### config.mk
export PLATFORM = sky130hd
export DESIGN_NAME = proc_top
export DESIGN_NICKNAME = d
export VERILOG_FILES = /design/src/hdl/tinyrv1_pkg.sv /design/src/hdl/proc_ctrl.sv /design/src/hdl/proc_dpath.sv /design/src/hdl/proc_top.sv /design/src/hdl/reg_file.sv
export SDC_FILE = /design/constraint.sdc
export NUM_CORES = 2
export LEC_CHECK = 0
export BUFFER_PORTS_ARGS = -buffer_cell sky130_fd_sc_hd__buf_2
export CORE_AREA = 2 2 405 407
export DETAILED_ROUTE_END_ITERATION = 10
export DIE_AREA = 0 0 407 409
export PLACE_DENSITY = 0.78
export SYNTH_ARGS = -nofsm -noshare
export SYNTH_HDL_FRONTEND = slang
export SYNTH_SLANG_ARGS = --single-unit
### constraint.sdc
create_clock -name clk -period 8.65 [get_ports clk]
set_input_delay 1.73 -clock clk [delete_from_list [all_inputs] [get_ports clk]]
set_output_delay 1.73 -clock clk [all_outputs]
set_load 0.01 [all_outputs]
### src/hdl/tinyrv1_pkg.sv
`default_nettype none

package tinyrv1_pkg;

  typedef logic [31:0] word_t;
  typedef logic [4:0]  reg_addr_t;

  // ==============================
  // Encodings
  // ==============================

  typedef enum logic [3:0] {
    OP_NOP,  // All-zero bubble or anything unsupported
    OP_ADD,
    OP_ADDI,
    OP_MUL,
    OP_LW,
    OP_SW,
    OP_JAL,
    OP_JR,
    OP_BNE
  } op_e;

  typedef enum logic [1:0] {PC_PLUS4, PC_JAL, PC_JR, PC_BR} pc_sel_e;
  typedef enum logic [1:0] {BYP_RF, BYP_X, BYP_M, BYP_W} byp_sel_e;
  typedef enum logic [1:0] {IMM_I, IMM_S, IMM_J, IMM_B} imm_type_e;

  // ==============================
  // Control and status bundles
  // ==============================

  typedef struct packed {
    logic      reg_en_f;
    logic      reg_en_d;
    logic      squash_d;   // Zero goes into the D register
    pc_sel_e   pc_sel;
    imm_type_e imm_type;
    byp_sel_e  op1_byp;
    byp_sel_e  op2_byp;
    logic      op2_imm;
    logic      mul_sel;    // X stage
    logic      dmem_val;   // M stage
    logic      dmem_wr;
    logic      wb_mem;
    logic      rf_wen;     // W stage
    reg_addr_t rf_waddr;
  } ctrl_t;

  typedef struct packed {
    word_t inst_d;
    logic  eq_x;
  } status_t;

  typedef struct packed {
    logic  val;
    logic  wr;
    word_t addr;
    word_t wdata;
  } dmem_req_t;

  // Opcode, funct3 and funct7 matching
  function automatic op_e decode_op(word_t inst);
    casez (inst)
      32'b0000000_?????_?????_000_?????_0110011: return OP_ADD;
      32'b0000001_?????_?????_000_?????_0110011: return OP_MUL;
      32'b???????_?????_?????_000_?????_0010011: return OP_ADDI;
      32'b???????_?????_?????_010_?????_0000011: return OP_LW;
      32'b???????_?????_?????_010_?????_0100011: return OP_SW;
      32'b???????_?????_?????_???_?????_1101111: return OP_JAL;
      32'b???????_?????_?????_000_00000_1100111: return OP_JR;
      32'b???????_?????_?????_001_?????_1100011: return OP_BNE;
      default:                                   return OP_NOP;
    endcase
  endfunction

  function automatic reg_addr_t rs1_of(word_t inst);
    return inst[19:15];
  endfunction

  function automatic reg_addr_t rs2_of(word_t inst);
    return inst[24:20];
  endfunction

  function automatic reg_addr_t rd_of(word_t inst);
    return inst[11:7];
  endfunction

endpackage

`default_nettype wire

### src/hdl/proc_ctrl.sv
`timescale 1ns/100ps
`default_nettype none

module proc_ctrl (
  input  wire                  clk,
  input  wire                  reset,
  input  wire tinyrv1_pkg::status_t status,
  output tinyrv1_pkg::ctrl_t   ctrl
);
  import tinyrv1_pkg::*;

  word_t     inst_x;
  word_t     inst_m;
  word_t     inst_w;
  logic      val_d;
  logic      val_x;
  logic      val_m;
  logic      val_w;
  op_e       op_d;
  op_e       op_x;
  op_e       op_m;
  op_e       op_w;
  reg_addr_t rs1_d;
  reg_addr_t rs2_d;
  reg_addr_t rd_x;
  reg_addr_t rd_m;
  reg_addr_t rd_w;
  logic      use1_d;
  logic      use2_d;
  logic      wr_x;
  logic      wr_m;
  logic      wr_w;
  logic      wen_w;
  logic      stall;
  logic      br_taken;
  logic      jump_d;
  byp_sel_e  op1_byp;
  byp_sel_e  op2_byp;

  function automatic logic reads_rs1(op_e op);
    return op inside {OP_ADD, OP_ADDI, OP_MUL, OP_LW, OP_SW, OP_JR, OP_BNE};
  endfunction

  function automatic logic reads_rs2(op_e op);
    return op inside {OP_ADD, OP_MUL, OP_SW, OP_BNE};
  endfunction

  function automatic logic writes_rd(op_e op);
    return op inside {OP_ADD, OP_ADDI, OP_MUL, OP_LW, OP_JAL};
  endfunction

  // ==============================
  // Stage tracking
  // ==============================

  always_ff @(posedge clk) begin
    if (reset) begin
      val_x <= 1'b0;
      val_m <= 1'b0;
      val_w <= 1'b0;
    end else begin
      val_x <= val_d && !stall && !br_taken;  // Bubble on stall or branch
      val_m <= val_x;
      val_w <= val_m;
    end
  end

  always_ff @(posedge clk) begin
    inst_x <= status.inst_d;
    inst_m <= inst_x;
    inst_w <= inst_m;
  end

  assign op_d  = decode_op(status.inst_d);
  assign op_x  = decode_op(inst_x);
  assign op_m  = decode_op(inst_m);
  assign op_w  = decode_op(inst_w);
  assign val_d = (op_d != OP_NOP);  // Squashed words arrive as zero

  assign rs1_d = rs1_of(status.inst_d);
  assign rs2_d = rs2_of(status.inst_d);
  assign rd_x  = rd_of(inst_x);
  assign rd_m  = rd_of(inst_m);
  assign rd_w  = rd_of(inst_w);

  // ==============================
  // Hazards
  // ==============================

  assign use1_d = val_d && reads_rs1(op_d);
  assign use2_d = val_d && reads_rs2(op_d);
  assign wr_x   = val_x && writes_rd(op_x) && (rd_x != '0);
  assign wr_m   = val_m && writes_rd(op_m) && (rd_m != '0);
  assign wen_w  = val_w && writes_rd(op_w);
  assign wr_w   = wen_w && (rd_w != '0);

  // Youngest producer wins
  always_comb begin
    op1_byp = BYP_RF;
    if (use1_d && wr_w && rd_w == rs1_d) op1_byp = BYP_W;
    if (use1_d && wr_m && rd_m == rs1_d) op1_byp = BYP_M;
    if (use1_d && wr_x && rd_x == rs1_d && op_x != OP_LW) op1_byp = BYP_X;
    op2_byp = BYP_RF;
    if (use2_d && wr_w && rd_w == rs2_d) op2_byp = BYP_W;
    if (use2_d && wr_m && rd_m == rs2_d) op2_byp = BYP_M;
    if (use2_d && wr_x && rd_x == rs2_d && op_x != OP_LW) op2_byp = BYP_X;
  end

  // Load data only exists from M onward
  assign stall = wr_x && (op_x == OP_LW) &&
                 ((use1_d && rd_x == rs1_d) || (use2_d && rd_x == rs2_d));

  assign br_taken = val_x && (op_x == OP_BNE) && !status.eq_x;
  assign jump_d   = val_d && (op_d inside {OP_JAL, OP_JR}) && !stall;

  // ==============================
  // Per-stage control
  // ==============================

  always_comb begin
    ctrl          = '0;
    ctrl.reg_en_f = !stall;
    ctrl.reg_en_d = !stall;
    ctrl.squash_d = br_taken || jump_d;

    if (br_taken)                    ctrl.pc_sel = PC_BR;  // Older redirect first
    else if (jump_d && op_d == OP_JAL) ctrl.pc_sel = PC_JAL;
    else if (jump_d)                 ctrl.pc_sel = PC_JR;
    else                             ctrl.pc_sel = PC_PLUS4;

    ctrl.op1_byp  = op1_byp;
    ctrl.op2_byp  = op2_byp;
    ctrl.imm_type = IMM_I;
    if (val_d) begin
      case (op_d)
        OP_SW:   ctrl.imm_type = IMM_S;
        OP_JAL:  ctrl.imm_type = IMM_J;
        OP_BNE:  ctrl.imm_type = IMM_B;
        default: ctrl.imm_type = IMM_I;
      endcase
      ctrl.op2_imm = op_d inside {OP_ADDI, OP_LW, OP_SW};
    end

    ctrl.mul_sel  = val_x && (op_x == OP_MUL);
    ctrl.dmem_val = val_m && (op_m inside {OP_LW, OP_SW});
    ctrl.dmem_wr  = val_m && (op_m == OP_SW);
    ctrl.wb_mem   = val_m && (op_m == OP_LW);
    ctrl.rf_wen   = wen_w;  // x0 writes reach the register file and die there
    ctrl.rf_waddr = rd_w;
  end

  // A load sitting in X must never feed D directly
  no_x_byp_on_load: assert property (@(posedge clk) disable iff (reset)
    (val_x && op_x == OP_LW) |-> (ctrl.op1_byp != BYP_X && ctrl.op2_byp != BYP_X));

  // Redirects and load-use stalls are mutually exclusive
  no_stall_on_squash: assert property (@(posedge clk) disable iff (reset)
    ctrl.squash_d |-> !stall);

endmodule

`default_nettype wire

### src/hdl/proc_dpath.sv
`timescale 1ns/100ps
`default_nettype none

module proc_dpath #(
  parameter tinyrv1_pkg::word_t RESET_PC = 32'h0000_0200
) (
  input  wire                         clk,
  input  wire                         reset,
  input  wire tinyrv1_pkg::ctrl_t     ctrl,
  output tinyrv1_pkg::status_t        status,
  output tinyrv1_pkg::word_t          imem_addr,
  input  wire tinyrv1_pkg::word_t     imem_data,
  output tinyrv1_pkg::dmem_req_t      dmem_req,
  input  wire tinyrv1_pkg::word_t     dmem_rdata,
  output tinyrv1_pkg::reg_addr_t      rf_raddr1,
  output tinyrv1_pkg::reg_addr_t      rf_raddr2,
  input  wire tinyrv1_pkg::word_t     rf_rdata1,
  input  wire tinyrv1_pkg::word_t     rf_rdata2,
  output logic                        rf_wen,
  output tinyrv1_pkg::reg_addr_t      rf_waddr,
  output tinyrv1_pkg::word_t          rf_wdata
);
  import tinyrv1_pkg::*;

  word_t pc_f;
  word_t pc_next;
  word_t inst_d;
  word_t pc_d;
  word_t imm_d;
  word_t targ_d;
  word_t op1_d;
  word_t op2_d;
  word_t op1_x;
  word_t op2_x;
  word_t sdata_x;
  word_t targ_x;
  word_t result_x;
  word_t result_m;
  word_t sdata_m;
  word_t wb_m;
  word_t wb_w;

  // ==============================
  // Fetch
  // ==============================

  always_comb begin
    case (ctrl.pc_sel)
      PC_JAL:  pc_next = targ_d;
      PC_JR:   pc_next = op1_d;   // Bypassed rs1
      PC_BR:   pc_next = targ_x;
      default: pc_next = pc_f + 32'd4;
    endcase
  end

  always_ff @(posedge clk) begin
    if (reset) pc_f <= RESET_PC;
    else if (ctrl.reg_en_f) pc_f <= pc_next;
  end

  assign imem_addr = pc_f;

  // Zero in inst_d marks a bubble
  always_ff @(posedge clk) begin
    if (reset) inst_d <= '0;
    else if (ctrl.reg_en_d) inst_d <= ctrl.squash_d ? '0 : imem_data;
  end

  always_ff @(posedge clk) begin
    if (ctrl.reg_en_d) pc_d <= pc_f;
  end

  // ==============================
  // Decode
  // ==============================

  assign rf_raddr1 = rs1_of(inst_d);
  assign rf_raddr2 = rs2_of(inst_d);

  always_comb begin
    case (ctrl.imm_type)
      IMM_S:   imm_d = {{20{inst_d[31]}}, inst_d[31:25], inst_d[11:7]};
      IMM_J:   imm_d = {{12{inst_d[31]}}, inst_d[19:12], inst_d[20], inst_d[30:21], 1'b0};
      IMM_B:   imm_d = {{20{inst_d[31]}}, inst_d[7], inst_d[30:25], inst_d[11:8], 1'b0};
      default: imm_d = {{20{inst_d[31]}}, inst_d[31:20]};
    endcase
  end

  assign targ_d = pc_d + imm_d;  // JAL target now, BNE target in X

  always_comb begin
    case (ctrl.op1_byp)
      BYP_X:   op1_d = result_x;
      BYP_M:   op1_d = wb_m;
      BYP_W:   op1_d = wb_w;
      default: op1_d = rf_rdata1;
    endcase
    case (ctrl.op2_byp)
      BYP_X:   op2_d = result_x;
      BYP_M:   op2_d = wb_m;
      BYP_W:   op2_d = wb_w;
      default: op2_d = rf_rdata2;
    endcase
  end

  always_ff @(posedge clk) begin
    if (ctrl.pc_sel == PC_JAL) begin  // Link value PC+4 rides the X adder
      op1_x <= pc_d;
      op2_x <= 32'd4;
    end else begin
      op1_x <= op1_d;
      op2_x <= ctrl.op2_imm ? imm_d : op2_d;
    end
    sdata_x <= op2_d;  // Store data
    targ_x  <= targ_d;
  end

  // ==============================
  // Execute, memory, writeback
  // ==============================

  assign result_x    = ctrl.mul_sel ? op1_x * op2_x : op1_x + op2_x;
  assign status.eq_x = (op1_x == op2_x);
  assign status.inst_d = inst_d;

  always_ff @(posedge clk) begin
    result_m <= result_x;
    sdata_m  <= sdata_x;
  end

  assign dmem_req.val   = ctrl.dmem_val;
  assign dmem_req.wr    = ctrl.dmem_wr;
  assign dmem_req.addr  = result_m;
  assign dmem_req.wdata = sdata_m;

  assign wb_m = ctrl.wb_mem ? dmem_rdata : result_m;

  always_ff @(posedge clk) begin
    wb_w <= wb_m;
  end

  assign rf_wen   = ctrl.rf_wen;
  assign rf_waddr = ctrl.rf_waddr;
  assign rf_wdata = wb_w;

endmodule

`default_nettype wire

### src/hdl/proc_top.sv
`timescale 1ns/100ps
`default_nettype none

module proc_top #(
  parameter tinyrv1_pkg::word_t RESET_PC = 32'h0000_0200
) (
  input  wire                       clk,
  input  wire                       reset,
  output tinyrv1_pkg::word_t        imem_addr,
  input  wire tinyrv1_pkg::word_t   imem_data,
  output tinyrv1_pkg::dmem_req_t    dmem_req,
  input  wire tinyrv1_pkg::word_t   dmem_rdata
);
  import tinyrv1_pkg::*;

  ctrl_t     ctrl;
  status_t   status;
  reg_addr_t rf_raddr1;
  reg_addr_t rf_raddr2;
  word_t     rf_rdata1;
  word_t     rf_rdata2;
  logic      rf_wen;
  reg_addr_t rf_waddr;
  word_t     rf_wdata;

  // ==============================
  // Core blocks
  // ==============================

  proc_ctrl ctrl_unit (
    .clk    (clk),
    .reset  (reset),
    .status (status),
    .ctrl   (ctrl)
  );

  proc_dpath #(
    .RESET_PC (RESET_PC)
  ) dpath (
    .clk        (clk),
    .reset      (reset),
    .ctrl       (ctrl),
    .status     (status),
    .imem_addr  (imem_addr),
    .imem_data  (imem_data),
    .dmem_req   (dmem_req),
    .dmem_rdata (dmem_rdata),
    .rf_raddr1  (rf_raddr1),
    .rf_raddr2  (rf_raddr2),
    .rf_rdata1  (rf_rdata1),
    .rf_rdata2  (rf_rdata2),
    .rf_wen     (rf_wen),
    .rf_waddr   (rf_waddr),
    .rf_wdata   (rf_wdata)
  );

  reg_file rf (
    .clk    (clk),
    .reset  (reset),
    .raddr1 (rf_raddr1),
    .raddr2 (rf_raddr2),
    .rdata1 (rf_rdata1),
    .rdata2 (rf_rdata2),
    .wen    (rf_wen),
    .waddr  (rf_waddr),
    .wdata  (rf_wdata)
  );

endmodule

`default_nettype wire

### src/hdl/reg_file.sv
`timescale 1ns/100ps
`default_nettype none

module reg_file (
  input  wire                         clk,
  input  wire                         reset,
  input  wire tinyrv1_pkg::reg_addr_t raddr1,
  input  wire tinyrv1_pkg::reg_addr_t raddr2,
  output tinyrv1_pkg::word_t          rdata1,
  output tinyrv1_pkg::word_t          rdata2,
  input  wire                         wen,
  input  wire tinyrv1_pkg::reg_addr_t waddr,
  input  wire tinyrv1_pkg::word_t     wdata
);
  import tinyrv1_pkg::*;

  word_t regs [32];

  always_ff @(posedge clk) begin
    if (!reset && wen && waddr != '0) regs[waddr] <= wdata;  // x0 never stored
  end

  // Write-through so W and D can share a cycle
  assign rdata1 = (raddr1 == '0) ? '0 : (wen && waddr == raddr1) ? wdata : regs[raddr1];
  assign rdata2 = (raddr2 == '0) ? '0 : (wen && waddr == raddr2) ? wdata : regs[raddr2];

  // Storage behind x0 stays untouched by its writes
  x0_stays_zero: assert property (@(posedge clk) disable iff (reset)
    (wen && waddr == '0) |=> $stable(regs[0]));

endmodule

`default_nettype wire

==> flow_summary.toml <==
[layout]
drive_gt1_share_pct = 23.2
seq_area_um2 = 39100
area_delta_synth_final_pct = 11.5
multi_input_area_um2 = 38900
nets = 6514
largest_reg_flops = 1024
final_area_um2 = 89700
n_fill_cell = 12400
fin_util_pct = 55.4
top_register = "rf.regs"

[logic_synthesis]
synth_cells = 5658
yosys.cell_count.top_type = "edfxtp_1"
ys.flop_type = "edfxtp_1"
synth-async-reset-ratio_pct = 0
ys_warn_count = 0
synth_edf_count = 1056
ys_seq_elements = 1421
synth.area.top_cells = "edfxtp_1 (39%), mux4_2 (18%), fa_1 (10%), dfxtp_1 (9.1%), ha_1 (2.9%)"
yosysTopAreaCell = "edfxtp_1"
synth_area_um2 = 80500
synth_cell_type_count = 94
synth_top_area_share_pct = 39.4
yosys-top-cells-count = "edfxtp_1 (1056), mux4_2 (640), inv_1 (433)"
ys_seq_area_share_pct = 48.5
syn_avg_cell_area_um2 = 14.2

[global_routing]
grt_pass1_vias = 55700
antenna_found_initial = 24
grt_pass1_wl_um = 396000
grt_usage_pct = 33.5
gr-total-overflow = 0
grt_max_degree = 131

[sta]
fmax_mhz = 116
post-route-period-util_pct = 99.2
worstMarginPinSlew_ns = 1.44
clock_skew_ns = 0.0606
min_period_ns = 8.59
setup_slack_ns = 0.0649
hold_violations = 0
max_slew_margin_pct = 2.89
slew_violations = 0
hold_slack_ns = 0.325
setup_violations = 0

[routing]
vias = 55500
firstDrtPassIters = 9
antenna_left = 0
drt_wl_total_um = 278000
drt_iter0_drc = 8665
routed_via_density = 6.80
drc = 0
wl_per_cell_um = 34.0

[worst_setup_path]
worst_r2r_endpoint = "dpath.imem_addr[25]"
endpoint = "dpath.imem_addr[25]"
r2r_start = "dpath.op1_x[7]"
crit_path_start = "dpath.op1_x[7]"
reg2reg_slack_ns = 0.06
rr_worst_depth = 24
crit_fanout = 9
cp_data_arrival_time_ns = 9.33
cp-start-kind = "flop"
end_kind = "flop"
worstPathRequired_ns = 9.40
criticalPathCategory = "flop to flop"

[floorplanning]
die_area_um2 = 166000
chipWidth_um = 407
rows = 148
ios = 164
die_h_um = 409
core_um2 = 162000
start_util_pct = 49.7

[clock_network]
cts.root.buffer_cell = "clkbuf_16"
clkTransAtPathRegs_ns = 0.07
cts_tree = "done"
cts_buffers = 145
cts_hold_buf = 0
clock_latency_ns = 0.83
clock-sinks = 1421
htree_num_levels = 4
cts_buffer_depth = 3

[placed_design]
preCtsSetupSlack_ns = -0.125
io_buffers = 163
placed_area_um2 = 84600
place_hpwl_um = 183000
gp_congestion = 1.03

[flow_run]
maxCapViolCount = 0

[hold_path]
hp-class = "flop to flop"

[status]
status = "completed"
==> worst min-delay path by stage <==
stage	from	to	slack, ns	cells after the start
2_1_floorplan	dpath.sdata_x[0]	dpath.sdata_m[0]	0.31	0
4_1_cts	dpath.sdata_x[12]	dpath.sdata_m[12]	0.32	0
5_1_grt	dpath.sdata_x[12]	dpath.sdata_m[12]	0.33	0
3_3_place_gp	dpath.sdata_x[15]	dpath.sdata_m[15]	0.31	0
3_5_place_dp	dpath.sdata_x[12]	dpath.sdata_m[12]	0.31	0
6_report	dpath.sdata_x[4]	dpath.sdata_m[4]	0.33	0
==> cell families (layout without fill, tap and decap cells) <==
logic type | after synthesis | count (layout) | synth area share (%)
flip-flops | 1421 | 1421 | 48.5
multiplexers | 761 | 761 | 19.5
AND/OR/NAND/NOR | 1264 | 1264 | 7.76
XOR/XNOR | 178 | 178 | 1.95
buffers and inverters | 780 | 1068 | 3.76
other | 1 | 47 | 0.00466
adder cells (fa/ha/maj) | 596 | 596 | 13.1
AO/OA/AOI/OAI | 657 | 657 | 5.44
==> metrics by stage <==
step | setup TNS, ns | instances
floorplan | 0 | 5689
global placement | -0.320 | 7880
detailed placement | -0.395 | 7880
CTS | 0 | 8152
global route | -0.00139 | 8152
finish | 0 | 8167
==> critical path, cell delays in order, from the launching register on <==
cell	delay, ns
dfxtp_1	0.67
buf_4	0.27
ha_1	0.38
fa_1	0.50
fa_1	0.43
fa_1	0.61
inv_1	0.07
fa_1	0.36
inv_1	0.09
fa_1	0.40
ha_1	0.31
fa_1	0.50
fa_1	0.44
ha_1	0.36
and4_1	0.29
nand3_1	0.11
a211oi_1	0.33
nor2_1	0.14
o21bai_1	0.36
a31oi_1	0.16
xnor2_1	0.44
mux2i_1	0.47
o21ai_2	0.51
nand2_1	0.12
a21oi_1	0.20
==> layer usage <==
layer | track usage [%] | wire, µm | vias up
met5 | 0 | 140 | -
met4 | 20.4 | 21300 | 24
met3 | 12.0 | 41200 | 1144
met2 | 49.2 | 122000 | 4884
met1 | 42.3 | 93000 | 28100
li1 | - | - | 21400
==> cells in the final DEF, fill, tap and decap left out, types with 42 or more instances in the layout <==
master,instances
a21o_1,47
a21oi_1,204
and2_1,308
buf_2,163
buf_4,195
clkbuf_16,153
dfxtp_1,353
edfxtp_1,1056
fa_1,410
ha_1,186
inv_1,433
mux2_2,42
mux2i_1,78
mux4_2,640
nand2_1,407
nand3_1,51
nor2_1,241
o21ai_0,114
xnor2_1,123
xor2_1,54
==> cell type report <==
class / count / area share (%)
diodes: 15 / 0.0418
clock buffers: 205 / 4.69
clock inverters: 67 / 0.938
inverters: 434 / 1.82
multi-input cells: 3488 / 43.3
flip-flops and latches: 1421 / 43.5
well taps: 2175 / 3.03
repair buffers: 362 / 2.63
==> timing repair <==
| action | CTS | global route |
|---|---|---|
| setup endpoints to repair | 6 | 10 |
| buffers inserted | 0 | 0 |
| resized for setup | 3 | 5 |
Power is not shown: default switching activity piles up to over one toggle a cycle in this logic, so the estimate is an artifact.
